File: config.mk
export PLATFORM = sky130hd
export DESIGN_NAME = icache_flat
export DESIGN_NICKNAME = d
export VERILOG_FILES = /design/src/verilog/cpu_types_pkg.sv /design/src/verilog/datapath_cache_if.sv /design/src/verilog/caches_if.sv /design/src/verilog/icache.sv /design/src/flat_wrapper.sv
export SDC_FILE = /design/constraint.sdc
export NUM_CORES = 1
export LEC_CHECK = 0
export ABC_AREA = 0
export BUFFER_PORTS_ARGS = -buffer_cell sky130_fd_sc_hd__buf_2
export CORE_MARGIN = 2
export CORE_UTILIZATION = 45
export DETAILED_ROUTE_END_ITERATION = 6
export GPL_ROUTABILITY_DRIVEN = 0
export GPL_TIMING_DRIVEN = 0
export PLACE_DENSITY_LB_ADDON = 0.15
export SYNTH_ARGS = -nofsm -noshare
export SYNTH_HDL_FRONTEND = slang
export SYNTH_SLANG_ARGS = --single-unit
File: constraint.sdc
create_clock -name CLK -period 5.4 [get_ports CLK]
set_input_delay 0 -clock CLK [delete_from_list [all_inputs] [get_ports CLK]]
set_output_delay 0 -clock CLK [all_outputs]
set_load 0.01 [all_outputs]
File: src/verilog/cpu_types_pkg.sv
// shared types for the fetch side
// word type, cache address split, memory depth
// opcode enum and the two-view instruction union
package cpu_types_pkg;

  // data and address word
  typedef logic [31:0] word_t;

  // cache geometry, fixed by the address split
  localparam int ICACHE_SETS = 16;
  // index is address bits 5 to 2
  localparam int IIDX_W = 4;
  // tag is address bits 31 to 6
  localparam int ITAG_W = 26;

  // backing memory depth in words
  localparam int RAM_WORDS = 1024;

  // address as seen by the instruction cache
  typedef struct packed {
    logic [ITAG_W-1:0] tag;
    logic [IIDX_W-1:0] idx;
    // always zero for word fetches
    logic [1:0]        boff;
  } icache_addr_t;

  // only the jump is decoded at fetch
  typedef enum logic [5:0] {
    OP_J     = 6'h02,
    // stands in for every non-jump opcode
    OP_OTHER = 6'h3f
  } opcode_t;

  // immediate format
  typedef struct packed {
    opcode_t     opcode;
    logic [4:0]  rs;
    logic [4:0]  rt;
    logic [15:0] imm;
  } itype_t;

  // jump format
  typedef struct packed {
    opcode_t     opcode;
    // word target, low two bits implied
    logic [25:0] target;
  } jtype_t;

  // one instruction word, two ways to read it
  // opcode sits in the same bits in both views
  typedef union packed {
    itype_t itype;
    jtype_t jtype;
  } instr_u;

endpackage

File: src/verilog/datapath_cache_if.sv
// fetch unit to instruction cache link
// read enable and address out, hit and data back
`timescale 1ns/1ps

interface datapath_cache_if;

  // level, held while the fetch waits
  logic imemREN;
  // combinational from imemaddr
  logic ihit;
  // held until ihit is seen at an edge
  cpu_types_pkg::word_t imemaddr;
  // cached word at imemaddr
  cpu_types_pkg::word_t imemload;

  // fetch side
  modport datapath (
    output imemREN, imemaddr,
    input  ihit, imemload
  );

  // cache side
  modport cache (
    input  imemREN, imemaddr,
    output ihit, imemload
  );

endinterface

File: src/verilog/caches_if.sv
// instruction cache to memory link
// fill request out, wait level and word back
`timescale 1ns/1ps

interface caches_if;

  // high for the whole fill
  logic iREN;
  // memory still busy
  logic iwait;
  // stable while iREN is high
  cpu_types_pkg::word_t iaddr;
  // valid once iwait drops
  cpu_types_pkg::word_t iload;

  // cache side
  modport cache (
    output iREN, iaddr,
    input  iwait, iload
  );

  // memory side
  modport mem (
    input  iREN, iaddr,
    output iwait, iload
  );

endinterface

File: src/verilog/icache.sv
// direct-mapped instruction cache, 16 one-word blocks
// tag, valid and data arrays with a combinational hit
// IDLE/REQUEST/LOAD miss controller
`timescale 1ns/1ps

module icache (
  input logic             CLK,
  input logic             nRST,
  datapath_cache_if.cache dcif,
  caches_if.cache         cif
);

  typedef enum logic [1:0] {
    IDLE    = 2'd0,
    REQUEST = 2'd1,
    LOAD    = 2'd2
  } state_t;

  state_t state_q;
  state_t state_d;

  // fetch address split into tag and index
  cpu_types_pkg::icache_addr_t req_addr;

  // block storage
  cpu_types_pkg::word_t             data_mem [cpu_types_pkg::ICACHE_SETS];
  logic [cpu_types_pkg::ITAG_W-1:0] tag_mem  [cpu_types_pkg::ICACHE_SETS];
  logic [cpu_types_pkg::ICACHE_SETS-1:0] valid_q;

  // block write strobe, only in LOAD
  logic wen;
  logic tag_match;

  assign req_addr = dcif.imemaddr;

  // valid block with matching tag at this index
  assign tag_match = valid_q[req_addr.idx] &&
                     (tag_mem[req_addr.idx] == req_addr.tag);

  // no hit while the block is being written
  assign dcif.ihit     = tag_match && !wen;
  assign dcif.imemload = data_mem[req_addr.idx];

  // fill address is the fetch address itself
  assign cif.iaddr = dcif.imemaddr;

  // controller next state
  always_comb begin
    state_d = state_q;
    case (state_q)
      IDLE: begin
        // read without a matching block starts a fill
        if (dcif.imemREN && !tag_match) begin
          state_d = REQUEST;
        end
      end
      REQUEST: begin
        // hold until memory stops waiting
        if (!cif.iwait) begin
          state_d = LOAD;
        end
      end
      LOAD: begin
        state_d = IDLE;
      end
      default: begin
        state_d = IDLE;
      end
    endcase
  end

  // controller outputs
  always_comb begin
    cif.iREN = (state_q == REQUEST) || (state_q == LOAD);
    wen      = (state_q == LOAD);
  end

  always_ff @(posedge CLK, negedge nRST) begin
    if (!nRST) begin
      state_q <= IDLE;
    end else begin
      state_q <= state_d;
    end
  end

  // valid bits cleared on reset
  always_ff @(posedge CLK, negedge nRST) begin
    if (!nRST) begin
      valid_q <= '0;
    end else if (wen) begin
      valid_q[req_addr.idx] <= 1'b1;
    end
  end

  // data and tag written together in LOAD
  always_ff @(posedge CLK) begin
    if (wen) begin
      data_mem[req_addr.idx] <= cif.iload;
      tag_mem[req_addr.idx]  <= req_addr.tag;
    end
  end

  // memory must have finished before the block is written
  a_load_no_wait : assert property (
    @(posedge CLK) disable iff (!nRST)
    (state_q == LOAD) |-> !cif.iwait
  );

  // fetch address held through the fill
  a_req_addr_stable : assert property (
    @(posedge CLK) disable iff (!nRST)
    (state_q == REQUEST) |=> $stable(dcif.imemaddr)
  );

endmodule

File: src/flat_wrapper.sv
// flat-port wrapper written by rule: the top's interface ports become plain ports
module icache_flat 
  (CLK, nRST, dcif_imemREN, dcif_imemaddr, dcif_ihit, dcif_imemload, cif_iREN, cif_iaddr, cif_iwait, cif_iload);
  datapath_cache_if dcif_i ();
  caches_if cif_i ();
  input logic CLK;
  input logic nRST;
  input wire logic [$bits(dcif_i.imemREN)-1:0] dcif_imemREN;
  input wire logic [$bits(dcif_i.imemaddr)-1:0] dcif_imemaddr;
  output wire logic [$bits(dcif_i.ihit)-1:0] dcif_ihit;
  output wire logic [$bits(dcif_i.imemload)-1:0] dcif_imemload;
  output wire logic [$bits(cif_i.iREN)-1:0] cif_iREN;
  output wire logic [$bits(cif_i.iaddr)-1:0] cif_iaddr;
  input wire logic [$bits(cif_i.iwait)-1:0] cif_iwait;
  input wire logic [$bits(cif_i.iload)-1:0] cif_iload;
  assign dcif_i.imemREN = dcif_imemREN;
  assign dcif_i.imemaddr = dcif_imemaddr;
  assign dcif_ihit = dcif_i.ihit;
  assign dcif_imemload = dcif_i.imemload;
  assign cif_iREN = cif_i.iREN;
  assign cif_iaddr = cif_i.iaddr;
  assign cif_i.iwait = cif_iwait;
  assign cif_i.iload = cif_iload;
  icache u_core (.CLK(CLK), .nRST(nRST), .dcif(dcif_i), .cif(cif_i));
endmodule
==> results.cfg <==
[cells_and_area]
nFillCells = 6191
syn2layout_area_growth_pct = 19.3
nets = 2022
drive_gt1_share_pct = 33.5
final_cells = 3090

[logic_synthesis]
synth_ff_type = edfxtp_1
synthDistinctLibCells = 52
synth_top_family_by_area = multiplexers
synth-warning-count = 0
yosys.area_share.simple_pct = 1.32
ys_seq_area_share_pct = 77.0
syn-num-nets = 1678
synth_area_mm2 = 0.0368
syn_avg_cell_area_um2 = 22.9
synthMuxAreaShare_pct = 17.2
async_flop_share_pct = 1.90
syn_inst = 1605
ys_seq_elements = 946
synth_edf_count = 928
synth_fa_ha_area_share_pct = 0.170
synthXorXnorAreaFrac_pct = 0.691
synth_compound_area_share_pct = 1.82

[clocking]
cts_buffers = 96
clock_path_buffers = 3
clk_pin_slew_worst_paths_ns = 0.05
clock_latency_ns = 0.66
tritoncts = done
ctsHoldBuffers = 64
root_buffer = clkbuf_16
cts_setup_buffers = 0
cts_resized = 0
cts_sinks = 946
htree_levels = 3

[placement]
hpwl_um = 56000
port_buffers = 131
dp.cells = 2847

[timing]
slew_headroom_pct = 20.3
finalSetupViolations = 0
tightest_slew_ns = 1.20
fmax_mhz = 209
finalCritPeriodShare_pct = 88.7
hold_violations = 0
finClkSkew_ns = 0.0222
rsz0062_at_grt = no
min_period_ns = 4.79
maxSlewViolCount = 0

[power_and_ir_drop]
p_int_mw = 12.7
p_switching_mw = 3.54
p_total_mw = 16.3
power.leakage_nw = 14.3
seq_power_share_pct = 51.4
power.density_mw_per_mm2 = 371
p_clk_share_pct = 40.6
p_sw_share_pct = 21.8
irDropWorstVdd_v = 0.000295
combinationalPowerShare_pct = 8.0

[setup_path]
crit_family = buffers and inverters
r2r-start = u_core.tag_mem[3][21]
r2r_cells = 10
crit_slowest_cell = buf_1
critPathMaxStageDelay_ns = 0.66
path_class = primary input to flop
worstPathCellList = buf_2 > clkbuf_1 > buf_2 > buf_1 > clkbuf_1 > mux4_2 > mux2i_1 > xnor2_1 > o32ai_1 > o2111ai_1 > o2111ai_1 > dlygate4sd3_1 > nand2_1 > dlygate4sd3_1
cp.buffers_inverters = 7
critPathLaunch = dcif_imemaddr[4]
reg2reg_to = u_core.state_q[0]
crit_fanout = 10
critPathRequiredTime_ns = 5.92
crit_path_end_kind = flop
timing.critical_path.arrival_ns = 5.31
rrSetupSlack_ns = 0.98
start_kind = primary input

[global_route]
overflow = 0
grt_use_met3_pct = 3.59
grt_pass1_wl_um = 132000
grt_max_degree = 23
met2_usage_pct = 37.7
gr-usage-all-layers_pct = 21.8
antenna_found_initial = 1
use_met1_pct = 29.1
grt-busiest-layer = met2
grt_pass1_vias = 19050

[routing]
vias = 18051
drt-initial-drc-count = 1739
final_antenna_net_count = 0
drc = 0
avgViaCountPerCell = 5.84
avgRoutedWirePerCell_um = 29.4
drt_first_pass_iters = 7
wl_um = 91000

[hold_path]
holdPathEnd = cif_iaddr[1]
hp-class = primary input to primary output
min_path_cells = 2
min-delay-start = dcif_imemaddr[1]

[floorplanning]
fp-row-count = 104
num_io_pins = 134
start_util_pct = 45.6
die_h_um = 290
core_mm2 = 0.0807
dieArea_mm2 = 0.0840
dieWidth_um = 290

[flow_run]
max-cap-violations = 0

[status]
status = finished clean
[synthesized netlist by cell type, types with 5 or more instances]
cell,instances,area [µm²]
a21oi_1,8,40.0
a22o_1,8,70.1
a22oi_1,20,150
a31oi_1,7,43.8
a32oi_1,5,43.8
buf_1,5,18.8
buf_2,23,115
buf_4,40,300
clkbuf_1,32,120
dfrtp_1,18,450
edfxtp_1,928,27900
ha_1,5,62.6
inv_1,15,56.3
mux2_2,6,67.6
mux2i_1,62,621
mux4_2,250,5630
nand2_1,17,63.8
nand3_1,9,45.0
nor2_1,22,82.6
nor3_1,10,50.1
o2111ai_1,5,43.8
o21ai_0,13,65.1
o22ai_1,5,31.3
or2_2,16,100
xnor2_1,15,131
xor2_1,14,123
[area by class of cell]
type | instances | area [µm²] | share of cell area (%)
inverter | 17 | 63.8 | 0.145
clock buffer | 121 | 2580 | 5.88
sequential | 946 | 28300 | 64.6
antenna | 1 | 2.50 | 0.00571
clock inverter | 57 | 574 | 1.31
timing repair buffer | 246 | 2490 | 5.68
multi-input combinational | 538 | 7910 | 18.0
buffer | 104 | 599 | 1.37
tap | 1060 | 1330 | 3.02
[cell families after synthesis]
| kind of cell | count (synthesis) |
|---|---|
| mux | 318 |
| compound gates | 91 |
| buf+inv | 121 |
| fa+ha+maj | 5 |
| xor+xnor | 29 |
| flops | 946 |
| simple gates | 95 |
[placed cells by master (no fill, tap or decap), types with 4 or more instances in the layout]
| cell | netlist | layout |
|---|---|---|
| buf_2 | 23 | 154 |
| a32oi_1 | 5 | 5 |
| buf_1 | 5 | 5 |
| nand3_1 | 9 | 9 |
| buf_12 | 0 | 28 |
| buf_6 | 4 | 4 |
| dfrtp_1 | 18 | 18 |
| clkbuf_8 | 0 | 4 |
| xnor2_1 | 15 | 15 |
| xor2_1 | 14 | 14 |
| buf_4 | 40 | 40 |
| o21ai_0 | 13 | 13 |
| nand2_1 | 17 | 17 |
| edfxtp_1 | 928 | 928 |
| mux2_2 | 6 | 6 |
| clkinv_1 | 0 | 22 |
| dlygate4sd3_1 | 0 | 64 |
| a21oi_1 | 8 | 8 |
| a22o_1 | 8 | 8 |
| inv_1 | 15 | 15 |
| nor2_1 | 22 | 6 |
| a31oi_1 | 7 | 7 |
| or2_2 | 16 | 16 |
| mux2i_1 | 62 | 62 |
| mux4_2 | 250 | 250 |
| clkbuf_1 | 32 | 51 |
| nor3_1 | 10 | 10 |
| clkinv_2 | 0 | 16 |
| buf_16 | 0 | 23 |
| ha_1 | 5 | 5 |
| a22oi_1 | 20 | 20 |
| o22ai_1 | 5 | 5 |
| nor2b_1 | 4 | 4 |
| nor2_4 | 0 | 16 |
| nor4_1 | 4 | 4 |
| o2111ai_1 | 5 | 5 |
| clkbuf_16 | 0 | 98 |
| bufinv_16 | 0 | 10 |
[routing by layer]
metal	routed length (µm)	vias to the layer above
met5	7	-
met4	2010	2
met3	4970	140
met2	46900	616
met1	37000	9772
li1	-	7521
[power by group through the flow]
stage / combinational (mW) / clock [mW] / sequential, mW
after detailed placement: 1.26 / 0 / 8.51
after CTS: 1.32 / 6.70 / 8.36
after floorplan: 0.701 / 0 / 8.51
final: 1.30 / 6.60 / 8.36
after global routing: 1.39 / 6.98 / 8.37
after global placement: 1.15 / 0 / 8.54
[worst max-delay path by stage]
stage	end	slack, ns	depth (start not counted)
2_1_floorplan	u_core.data_mem[2][0]	0.72	8
3_3_place_gp	u_core.valid_q[3]	-5.11	10
3_5_place_dp	u_core.data_mem[6][8]	-0.18	12
4_1_cts	u_core.data_mem[6][10]	0.56	12
5_1_grt	u_core.data_mem[11][12]	0.39	11
6_report	u_core.state_q[0]	0.61	14
[flip-flops by register name, summed over array words and instances (netlist names)]
| signal | flops |
|---|---|
| u_core.data_mem | 512 |
| u_core.tag_mem | 416 |
| u_core.valid_q | 16 |
| u_core.state_q | 2 |
[through the flow]
step                      setup WS, ns  cell area (µm²)  setup TNS (ns)  hold WS (ns)  util, %
after floorplan                  0.721            36800               0        -0.296        -
after global placement           -5.11            38800        -4243.33       -0.0148     48.0
after detailed placement        -0.184            40100          -13.96      -0.00507     49.7
after CTS                        0.560            43900               0         0.161     54.4
after global routing             0.390            43900               0         0.191     54.4
final                            0.613            43900               0         0.186     54.4
(Power assumes the default switching activity.)
