$ cat config.mk
export PLATFORM = sky130hd
export DESIGN_NAME = fetch_unit_flat
export DESIGN_NICKNAME = d
export VERILOG_FILES = /design/src/verilog/cpu_types_pkg.sv /design/src/verilog/datapath_cache_if.sv /design/src/verilog/fetch_unit.sv /design/src/flat_wrapper.sv
export SDC_FILE = /design/constraint.sdc
export NUM_CORES = 1
export LEC_CHECK = 0
export ABC_AREA = 1
export BUFFER_PORTS_ARGS = -buffer_cell sky130_fd_sc_hd__buf_4
export CORE_ASPECT_RATIO = 0.9
export CORE_MARGIN = 1
export CORE_UTILIZATION = 43
export CTS_BUF_LIST = sky130_fd_sc_hd__clkbuf_8
export DETAILED_ROUTE_END_ITERATION = 16
export GPL_TIMING_DRIVEN = 0
export HOLD_SLACK_MARGIN = 0.06
export PLACE_DENSITY = 0.9
export RECOVER_POWER = 25
export SETUP_SLACK_MARGIN = 0.2
export SLEW_MARGIN = 15
export SYNTH_ARGS = -nofsm -noshare
export SYNTH_HDL_FRONTEND = slang
export SYNTH_SLANG_ARGS = --single-unit
$ cat constraint.sdc
create_clock -name CLK -period 1.55 [get_ports CLK]
set_clock_uncertainty 0.2 [all_clocks]
set_input_delay 0.155 -clock CLK [delete_from_list [all_inputs] [get_ports CLK]]
set_output_delay 0.155 -clock CLK [all_outputs]
set_load 0.01 [all_outputs]
$ cat src/verilog/cpu_types_pkg.sv
// shared types for the fetch side
// word type, cache address split, memory depth
// opcode enum and the two-view instruction union
package cpu_types_pkg;

  // data and address word
  typedef logic [31:0] word_t;

  // cache geometry, fixed by the address split
  localparam int ICACHE_SETS = 16;
  // index is address bits 5 to 2
  localparam int IIDX_W = 4;
  // tag is address bits 31 to 6
  localparam int ITAG_W = 26;

  // backing memory depth in words
  localparam int RAM_WORDS = 1024;

  // address as seen by the instruction cache
  typedef struct packed {
    logic [ITAG_W-1:0] tag;
    logic [IIDX_W-1:0] idx;
    // always zero for word fetches
    logic [1:0]        boff;
  } icache_addr_t;

  // only the jump is decoded at fetch
  typedef enum logic [5:0] {
    OP_J     = 6'h02,
    // stands in for every non-jump opcode
    OP_OTHER = 6'h3f
  } opcode_t;

  // immediate format
  typedef struct packed {
    opcode_t     opcode;
    logic [4:0]  rs;
    logic [4:0]  rt;
    logic [15:0] imm;
  } itype_t;

  // jump format
  typedef struct packed {
    opcode_t     opcode;
    // word target, low two bits implied
    logic [25:0] target;
  } jtype_t;

  // one instruction word, two ways to read it
  // opcode sits in the same bits in both views
  typedef union packed {
    itype_t itype;
    jtype_t jtype;
  } instr_u;

endpackage

$ cat src/verilog/datapath_cache_if.sv
// fetch unit to instruction cache link
// read enable and address out, hit and data back
`timescale 1ns/1ps

interface datapath_cache_if;

  // level, held while the fetch waits
  logic imemREN;
  // combinational from imemaddr
  logic ihit;
  // held until ihit is seen at an edge
  cpu_types_pkg::word_t imemaddr;
  // cached word at imemaddr
  cpu_types_pkg::word_t imemload;

  // fetch side
  modport datapath (
    output imemREN, imemaddr,
    input  ihit, imemload
  );

  // cache side
  modport cache (
    input  imemREN, imemaddr,
    output ihit, imemload
  );

endinterface

$ cat src/verilog/fetch_unit.sv
// program counter and next-PC logic
// follows unconditional jumps, passes the fetched word out
`timescale 1ns/1ps

module fetch_unit #(
  parameter cpu_types_pkg::word_t RESET_PC = 32'h0000_0000
) (
  input  logic                      CLK,
  input  logic                      nRST,
  input  logic                      run,
  datapath_cache_if.datapath        dcif,
  output logic                      instr_valid,
  output cpu_types_pkg::word_t      instr,
  output cpu_types_pkg::word_t      instr_pc
);

  cpu_types_pkg::word_t pc_q;
  cpu_types_pkg::word_t pc_next;

  // fetched word, decoded just far enough for jumps
  cpu_types_pkg::instr_u fetched;

  // PC moves only on a hit while running
  logic advance;

  assign fetched = dcif.imemload;
  assign advance = run && dcif.ihit;

  // request follows run, address is the PC
  assign dcif.imemREN  = run;
  assign dcif.imemaddr = pc_q;

  // instruction out in the same cycle as the hit
  assign instr       = dcif.imemload;
  assign instr_pc    = pc_q;
  assign instr_valid = advance;

  // jump keeps the top four PC bits
  always_comb begin
    if (fetched.itype.opcode == cpu_types_pkg::OP_J) begin
      pc_next = {pc_q[31:28], fetched.jtype.target, 2'b00};
    end else begin
      pc_next = pc_q + 32'd4;
    end
  end

  always_ff @(posedge CLK, negedge nRST) begin
    if (!nRST) begin
      pc_q <= RESET_PC;
    end else if (advance) begin
      pc_q <= pc_next;
    end
  end

  // RESET_PC and jump targets keep word alignment
  a_pc_aligned : assert property (
    @(posedge CLK) disable iff (!nRST)
    pc_q[1:0] == 2'b00
  );

endmodule

$ cat src/flat_wrapper.sv
// flat-port wrapper written by rule: the top's interface ports become plain ports
module fetch_unit_flat 
#(
  parameter cpu_types_pkg::word_t RESET_PC = 32'h0000_0000
)
  (CLK, nRST, run, instr_valid, instr, instr_pc, dcif_imemREN, dcif_imemaddr, dcif_ihit, dcif_imemload);
  datapath_cache_if dcif_i ();
  input  logic CLK;
  input  logic nRST;
  input  logic run;
  output logic instr_valid;
  output cpu_types_pkg::word_t instr;
  output cpu_types_pkg::word_t instr_pc;
  output wire logic [$bits(dcif_i.imemREN)-1:0] dcif_imemREN;
  output wire logic [$bits(dcif_i.imemaddr)-1:0] dcif_imemaddr;
  input wire logic [$bits(dcif_i.ihit)-1:0] dcif_ihit;
  input wire logic [$bits(dcif_i.imemload)-1:0] dcif_imemload;
  assign dcif_imemREN = dcif_i.imemREN;
  assign dcif_imemaddr = dcif_i.imemaddr;
  assign dcif_i.ihit = dcif_ihit;
  assign dcif_i.imemload = dcif_imemload;
  fetch_unit #(.RESET_PC(RESET_PC)) u_core (.CLK(CLK), .nRST(nRST), .run(run), .dcif(dcif_i), .instr_valid(instr_valid), .instr(instr), .instr_pc(instr_pc));
endmodule
==> results of run 1 <==
Yosys cell counts, drive strengths merged:
| cell type | n | area (um2) |
|---|---|---|
| buf | 68 | 508 |
| ha | 1 | 12.5 |
| and2 | 1 | 6.26 |
| o22ai | 2 | 12.5 |
| nand3b | 1 | 7.51 |
| dfrtp | 30 | 751 |
| nand4 | 6 | 37.5 |
| xnor2 | 2 | 17.5 |
| a22oi | 2 | 15.0 |
| xor2 | 1 | 8.76 |
| nand2 | 141 | 559 |
| nor3 | 3 | 15.0 |
| or2 | 2 | 12.5 |
| clkinv | 2 | 7.51 |
| inv | 36 | 135 |
| conb | 1 | 3.75 |
| nor2 | 43 | 233 |
| a21oi | 12 | 60.1 |
| o21ai | 22 | 110 |
| a31oi | 1 | 6.26 |
| clkbuf | 8 | 30.0 |
| nand3 | 31 | 170 |
worst max-delay path: cells and delay by family, from the launching register on:
family	cells	cell delay [ns]
AND/OR/NAND/NOR	8	1.01
buffers and inverters	1	0.09
flip-flops	1	0.46
per-stage QoR:
stage          hold WS, ns  util [%]  instance area (um2)  power, uW  setup WS (ns)
6_report            0.0953      77.6                 4740       5450         -0.330
5_1_grt              0.121      77.6                 4740       5680         -0.395
4_1_cts              0.102      73.5                 4500       4770         -0.145
3_5_place_dp       -0.0845      63.0                 3850       3690         -0.211
3_3_place_gp       -0.0929      63.0                 3850       3600         -0.150
2_1_floorplan       -0.341         -                 2770       2630        -0.0430
timing repair:
item | 4_1_cts | 5_1_grt
hold endpoints to repair | 55 | 0
endpoints found under the setup margin | 54 | 61
pin swaps | 18 | 14
hold buffers | 26 | 0
buffers inserted | 21 | 22
resized for setup | 50 | 61
per-layer routing:
layer / global-route usage, % / vias up / part of all wire [%]
li1: - / 1656 / -
met1: 34.0 / 1729 / 34
met2: 49.8 / 369 / 48
met3: 7.13 / 80 / 13
met4: 15.3 / 0 / 5.2
met5: 0 / - / 0
area by class of cell:
type | instances | area, um2
well taps | 87 | 109
inverters | 38 | 143
fillers | 399 | 1370
multi-input cells | 275 | 1420
flip-flops and latches | 30 | 782
repair buffers | 198 | 1590
clock inverters | 2 | 8.76
plain buffers | 76 | 609
clock buffers | 6 | 82.6
worst min-delay path by stage:
| stage | start | end | slack [ns] | depth (start not counted) |
|---|---|---|---|---|
| after global placement | nRST | u_core.dcif.imemaddr[13]$_DFFE_PN0P_ | -0.09 | 1 |
| after CTS | dcif_imemload[5] | u_core.dcif.imemaddr[7]$_DFFE_PN0P_ | 0.10 | 5 |
| after floorplan | nRST | u_core.dcif.imemaddr[10]$_DFFE_PN0P_ | -0.34 | 0 |
| final | dcif_imemload[5] | u_core.dcif.imemaddr[7]$_DFFE_PN0P_ | 0.1 | 5 |
| after detailed placement | nRST | u_core.dcif.imemaddr[13]$_DFFE_PN0P_ | -0.08 | 1 |
| after global routing | dcif_imemload[5] | u_core.dcif.imemaddr[7]$_DFFE_PN0P_ | 0.12 | 5 |
kinds of logic (layout without fill, tap and decap cells):
family	after synthesis	after routing	synth area share, %
AND/OR/NAND/NOR	228	228	38.3
buffers and inverters	114	320	25.0
AO/OA/AOI/OAI	39	39	7.50
flip-flops	30	30	27.6
XOR/XNOR	3	3	0.967
adder cells (fa/ha/maj)	1	1	0.460
other	1	4	0.138
power by group through the flow:
stage	logic (uW)	registers (uW)	clock network, uW
2_1_floorplan	1170	1450	0
3_3_place_gp	2160	1450	0
3_5_place_dp	2230	1460	0
4_1_cts	2650	1450	672
5_1_grt	3440	1520	723
6_report	3250	1500	703
==> reports/qor.log, run 1 <==
qor: outcome.run_status finished, violations left
qor: outcome.violated_checks negative setup slack
qor: logic_synthesis.synth_cells 416
qor: logic_synthesis.mappedNetlistArea 2720 um2
qor: clocking.cts.sinks 30
qor: floorplan.die-width 85.8 um
qor: clocking.clkSlewWorstSetupHoldPaths 0.07 ns
qor: grt.grt_start_max_net_pins 31
qor: clocking.cts_root_buffer clkbuf_8
qor: route.drc 0
qor: logic_synthesis.synth_seq_cells 30
qor: floorplan.design.portCount 134
qor: worst_setup_path.critical_path.startpoint_type register
qor: logic_synthesis.yosysUniqueCellTypes 32
qor: logic_synthesis.ys_seq_area_share 27.6%
qor: power_and_ir_drop.internal_power 3210 uW
qor: placed_design.dp_hpwl 6140 um
qor: finish.share_of_post_route_cells_with_drive_strength_above_1 46.4%
qor: worst_setup_path.worst_reg2reg_setup_slack -0.33 ns
qor: grt.initial_antenna_violation_count 0
qor: sta.fin_crit 1.88 ns
qor: worst_setup_path.crit-reg2reg-capture u_core.dcif.imemaddr[24]$_DFFE_PN0P_
qor: worst_setup_path.critical_path.reg2reg.startpoint u_core.dcif.imemaddr[19]$_DFFE_PN0P_
qor: clocking.cts_htree_levels 2
qor: worst_setup_path.r2r_cells 9
qor: placed_design.dpl.cell_count 635
qor: floorplan.floorplan.die.height 77.4 um
qor: route.drt-total-wl 11300 um
qor: placed_design.gpl.final_weighted_congestion 0.886
qor: sta.maxClockFrequency 532 MHz
qor: clocking.clk_path_buf_depth 2
qor: grt.grt_pass1_vias 3360
qor: grt.grt_first_pass_wirelength 15500 um
qor: sta.final_critical_path_setup_slack -0.330 ns
qor: finish.design.final.nets 661
qor: power_and_ir_drop.static-leakage-power 0.00246 uW
qor: worst_setup_path.cp-startpoint u_core.dcif.imemaddr[19]$_DFFE_PN0P_
qor: floorplan.floorplan.die_area 6650 um2
qor: finish.area.growth.synth_to_final 74.4%
qor: grt.grt_use_total 29.3%
qor: floorplan.effective_utilization_at_floorplan 44.5%
qor: floorplan.coreArea 6110 um2
qor: sta.timing.slew.headroom 60.4%
qor: clocking.numCtsBuffers 5
qor: worst_setup_path.crit_chain nand2_1, nor2_1, inv_1, nor2_1, nand2_1, nand2_1, nand3_1, nand2_1, nand2_1
qor: worst_setup_path.timing.critical_path.required 1.55 ns
qor: worst_setup_path.critPathMaxFanout 7
qor: power_and_ir_drop.powerDensity 1150 nW/um2
qor: grt.grt_remaining_overflow 0
qor: worst_setup_path.critPathMaxStageDelay 0.46 ns
qor: worst_setup_path.cp.arrival 1.88 ns
qor: flow_run.number_of_violations_of_the_max_capacitance_limit 0
qor: logic_synthesis.synth-warning-count 0
qor: logic_synthesis.postSynthAreaPerCell 6.54 um2
qor: sta.final-hold-violation-count 0
qor: worst_setup_path.path_common_cell nand2_1
qor: route.via_density_per_instance 5.38
qor: worst_setup_path.crit_path_top_delay_cell dfrtp_2
qor: finish.largest_register_ffs 30
qor: route.drtAntennaViolNets 0
qor: power_and_ir_drop.seq_power_share 27.5%
qor: sta.timing.final.crit_share 121%
qor: sta.tns -4.31 ns
qor: sta.unrepaired_setup_endpoints_after_global_routing yes
qor: min_path.hold_class in2reg
qor: floorplan.placementRows 27
qor: power_and_ir_drop.combPwrFrac 59.6%
qor: sta.setup_violations 29
qor: route.route.detailed.wl_per_inst 15.9 um
qor: sta.max_slew.worst_pin.slew 0.594 ns
qor: route.drt-pass1-iter-count 8
qor: route.detailroute.via_count 3834
qor: worst_setup_path.cp-end-kind register
qor: clocking.worst_skew_pair_later_pin_latency 0.31 ns
qor: finish.layout.cells.most_common_list buf_4, nand2_1, buf_6, clkbuf_1, inv_1
qor: power_and_ir_drop.power.share.switching 41.2%
qor: placed_design.port_buffers 129
qor: worst_setup_path.crit_type reg2reg
qor: sta.slew_viol_final 0
qor: clocking.cts_tree yes
qor: finish.layout.cells.non_filler 712
qor: finish.final_common_cell buf_4
qor: finish.antenna_cells 0
qor: power_and_ir_drop.power_switching 2240 uW
qor: power_and_ir_drop.ir_worst_vdd 0.493 mV
qor: route.drt_iter0_drc 582
qor: worst_setup_path.crit_end u_core.dcif.imemaddr[24]$_DFFE_PN0P_
qor: power_and_ir_drop.clkPwrFrac 12.9%
Note: power is estimated with default switching activity, not from simulation.
==> inputs of run 2 (changes only) <==
Settings changed: PLACE_DENSITY 0.9 to 0.79.
==> reports/qor.log, run 2 (synthesis gave the netlist of run 1 again) <==
qor: outcome.run_status finished, violations left
qor: outcome.violated_checks negative setup slack
qor: sta.hold_ws 0.0747 ns [-0.0206 ns]
qor: min_path.timing.hold.worst_path_depth 4 [-1]
qor: worst_setup_path.cp.arrival 1.95 ns [+0.07 ns]
qor: finish.antenna_cells 0 [unchanged]
qor: worst_setup_path.timing.critical_path.required 1.54 ns [about the same]
qor: clocking.cts.sinks 30 [unchanged]
qor: route.drt_iter0_drc 537 [-7.7%]
qor: route.drc 0 [unchanged]
qor: flow_run.number_of_violations_of_the_max_capacitance_limit 0 [unchanged]
qor: sta.max_slew.worst_pin.slew 0.725 ns [+0.130 ns]
qor: min_path.hp-start dcif_imemload[9]
qor: finish.num-fill-cells 353 [-12%]
qor: floorplan.coreArea 6110 um2 [unchanged]
qor: worst_setup_path.cp.depth 9 [unchanged]
qor: worst_setup_path.cp-startpoint u_core.dcif.imemaddr[15]$_DFFE_PN0P_
qor: grt.grt_pass1_vias 3456 [+2.9%]
qor: worst_setup_path.crit_path_top_delay_cell dfrtp_2
qor: route.detailroute.via_count 4060 [+5.9%]
qor: power_and_ir_drop.powerDensity 1190 nW/um2 [+3.5%]
qor: sta.setup_violations 27 [-6.9%]
qor: clocking.worst_skew_pair_later_pin_latency 0.31 ns [about the same]
qor: placed_design.dpl_worst_slack -0.197 ns [+0.0141 ns]
qor: grt.grt_remaining_overflow 0 [unchanged]
qor: worst_setup_path.critical_path.startpoint_type register
qor: clocking.clk_path_buf_depth 2 [unchanged]
qor: floorplan.placementRows 27 [unchanged]
qor: sta.timing.slew.headroom 51.7% [-8.7 points]
qor: finish.largest_register_ffs 30 [unchanged]
qor: grt.grt_start_max_net_pins 31 [unchanged]
qor: sta.slew_viol_final 0 [unchanged]
qor: worst_setup_path.cp-end-kind register
qor: power_and_ir_drop.static-leakage-power 0.00265 uW [+8.0%]
qor: sta.maxClockFrequency 511 MHz [-4.0%]
qor: finish.design.final.nets 684 [+3.5%]
qor: clocking.cts_htree_levels 2 [unchanged]
qor: finish.final_common_cell buf_4
qor: sta.tns -6.52 ns [-2.21 ns]
qor: clocking.numCtsBuffers 5 [unchanged]
qor: placed_design.port_buffers 129 [unchanged]
qor: floorplan.effective_utilization_at_floorplan 44.5% [unchanged]
qor: floorplan.floorplan.die.height 77.4 um [unchanged]
qor: sta.final-hold-violation-count 0 [unchanged]
qor: grt.grt_use_total 30.1% [+0.84 points]
qor: floorplan.floorplan.die_area 6650 um2 [unchanged]
qor: placed_design.gpl.final_weighted_congestion 0.888 [+0.26%]
qor: sta.final_critical_path_setup_slack -0.407 ns [-0.0776 ns]
qor: grt.initial_antenna_violation_count 0 [unchanged]
qor: finish.area.growth.synth_to_final 86.1%
qor: clocking.clkSlewWorstSetupHoldPaths 0.08 ns [about the same]
qor: worst_setup_path.critPathMaxFanout 5 [-2]
qor: route.via_density_per_instance 5.52 [+2.6%]
qor: worst_setup_path.cp_top_family simple AND/OR/NAND/NOR gates
qor: grt.grt_first_pass_wirelength 15800 um [+2.3%]
qor: worst_setup_path.path_common_cell nand2_1
qor: min_path.hold_class in2reg
qor: worst_setup_path.r2r_cells 9 [unchanged]
qor: floorplan.die-width 85.8 um [unchanged]
qor: clocking.cts_tree yes
qor: power_and_ir_drop.ir_worst_vdd 0.608 mV [+23%]
qor: worst_setup_path.crit_buf_inv 0 [-1]
qor: route.drt-pass1-iter-count 8 [unchanged]
qor: floorplan.design.portCount 134 [unchanged]
qor: worst_setup_path.crit_chain nand2_1, nor2_1, nand2_1, nor2_4, nand2_1, nand2_1, nand3_1, nand2_1, nand2_1
qor: placed_design.dp_hpwl 6080 um [-0.93%]
qor: route.drtAntennaViolNets 0 [unchanged]
qor: clocking.cts_root_buffer clkbuf_8
qor: finish.share_of_post_route_cells_with_drive_strength_above_1 48.6% [+2.2 points]
qor: sta.fin_crit 1.96 ns [+0.0776 ns]
qor: finish.layout.cells.most_common_list buf_4, nand2_1, buf_6, inv_1, clkbuf_1
qor: route.drt-total-wl 12700 um [+12%]
qor: worst_setup_path.crit_type reg2reg
qor: sta.timing.final.crit_share 126% [+5.0 points]
qor: sta.unrepaired_setup_endpoints_after_global_routing yes
qor: route.route.detailed.wl_per_inst 17.3 um [+8.5%]
qor: worst_setup_path.critical_path.reg2reg.startpoint u_core.dcif.imemaddr[15]$_DFFE_PN0P_
qor: worst_setup_path.critPathMaxStageDelay 0.46 ns [about the same]
-- run 2: path summary, 6_finish.rpt --
kind                                                        end  slack (ns)
max                        u_core.dcif.imemaddr[22]$_DFFE_PN0P_       -0.41
min reg2reg                u_core.dcif.imemaddr[31]$_DFFE_PN0P_        0.30
min in group asynchronous  u_core.dcif.imemaddr[15]$_DFFE_PN0P_        0.14
min                        u_core.dcif.imemaddr[11]$_DFFE_PN0P_        0.07
max in group asynchronous  u_core.dcif.imemaddr[26]$_DFFE_PN0P_        0.66
max reg2reg                u_core.dcif.imemaddr[22]$_DFFE_PN0P_       -0.41
-- run 2: worst reg2reg max path, delay by kind of cell, from the launching register on --
kind / cells / cell delay, ns
DFF: 1 / 0.46
and+or+nand+nor: 9 / 1.20
-- run 2: power by group --
part           internal (uW)  switching (uW)
sequential              1040             394
combinational           2200            1690
clock                    350             346
total                   3580            2430
-- run 2: per-stage QoR --
| step | cell area [um2] | power [uW] | cells | util, % |
|---|---|---|---|---|
| after global routing | 5060 | 6230 | 735 | 82.7 |
| after detailed placement | 3850 | 3690 | 635 | 63.0 |
| after global placement | 3850 | 3620 | 635 | 63.0 |
| final | 5060 | 6020 | 735 | 82.7 |
| after CTS | 4820 | 5280 | 719 | 78.8 |
| after floorplan | 2770 | 2630 | 419 | - |
-- run 2: repair_timing --
item	CTS	global route
hold buffers	26	0
pin swaps	12	19
setup endpoints to repair	52	69
buffers inserted	50	16
gates resized for setup	81	71
hold endpoints to repair	55	0
-- run 2: layer usage --
layer / vias to the layer above / GRT usage, % / wire (um)
met5: - / 0 / 0
met4: 0 / 13.7 / 760
met3: 120 / 5.32 / 1650
met2: 419 / 50.5 / 6010
met1: 1828 / 37.7 / 4270
li1: 1693 / - / -
-- run 2: area by class of cell --
type | instances | area, um2 | area share (%)
clock buffer | 6 | 82.6 | 1.63
buffer | 76 | 632 | 12.5
tap | 87 | 109 | 2.15
clock inverter | 2 | 7.51 | 0.148
inverter | 38 | 143 | 2.82
timing repair buffer | 221 | 1860 | 36.8
sequential | 30 | 779 | 15.4
multi-input combinational | 275 | 1440 | 28.5
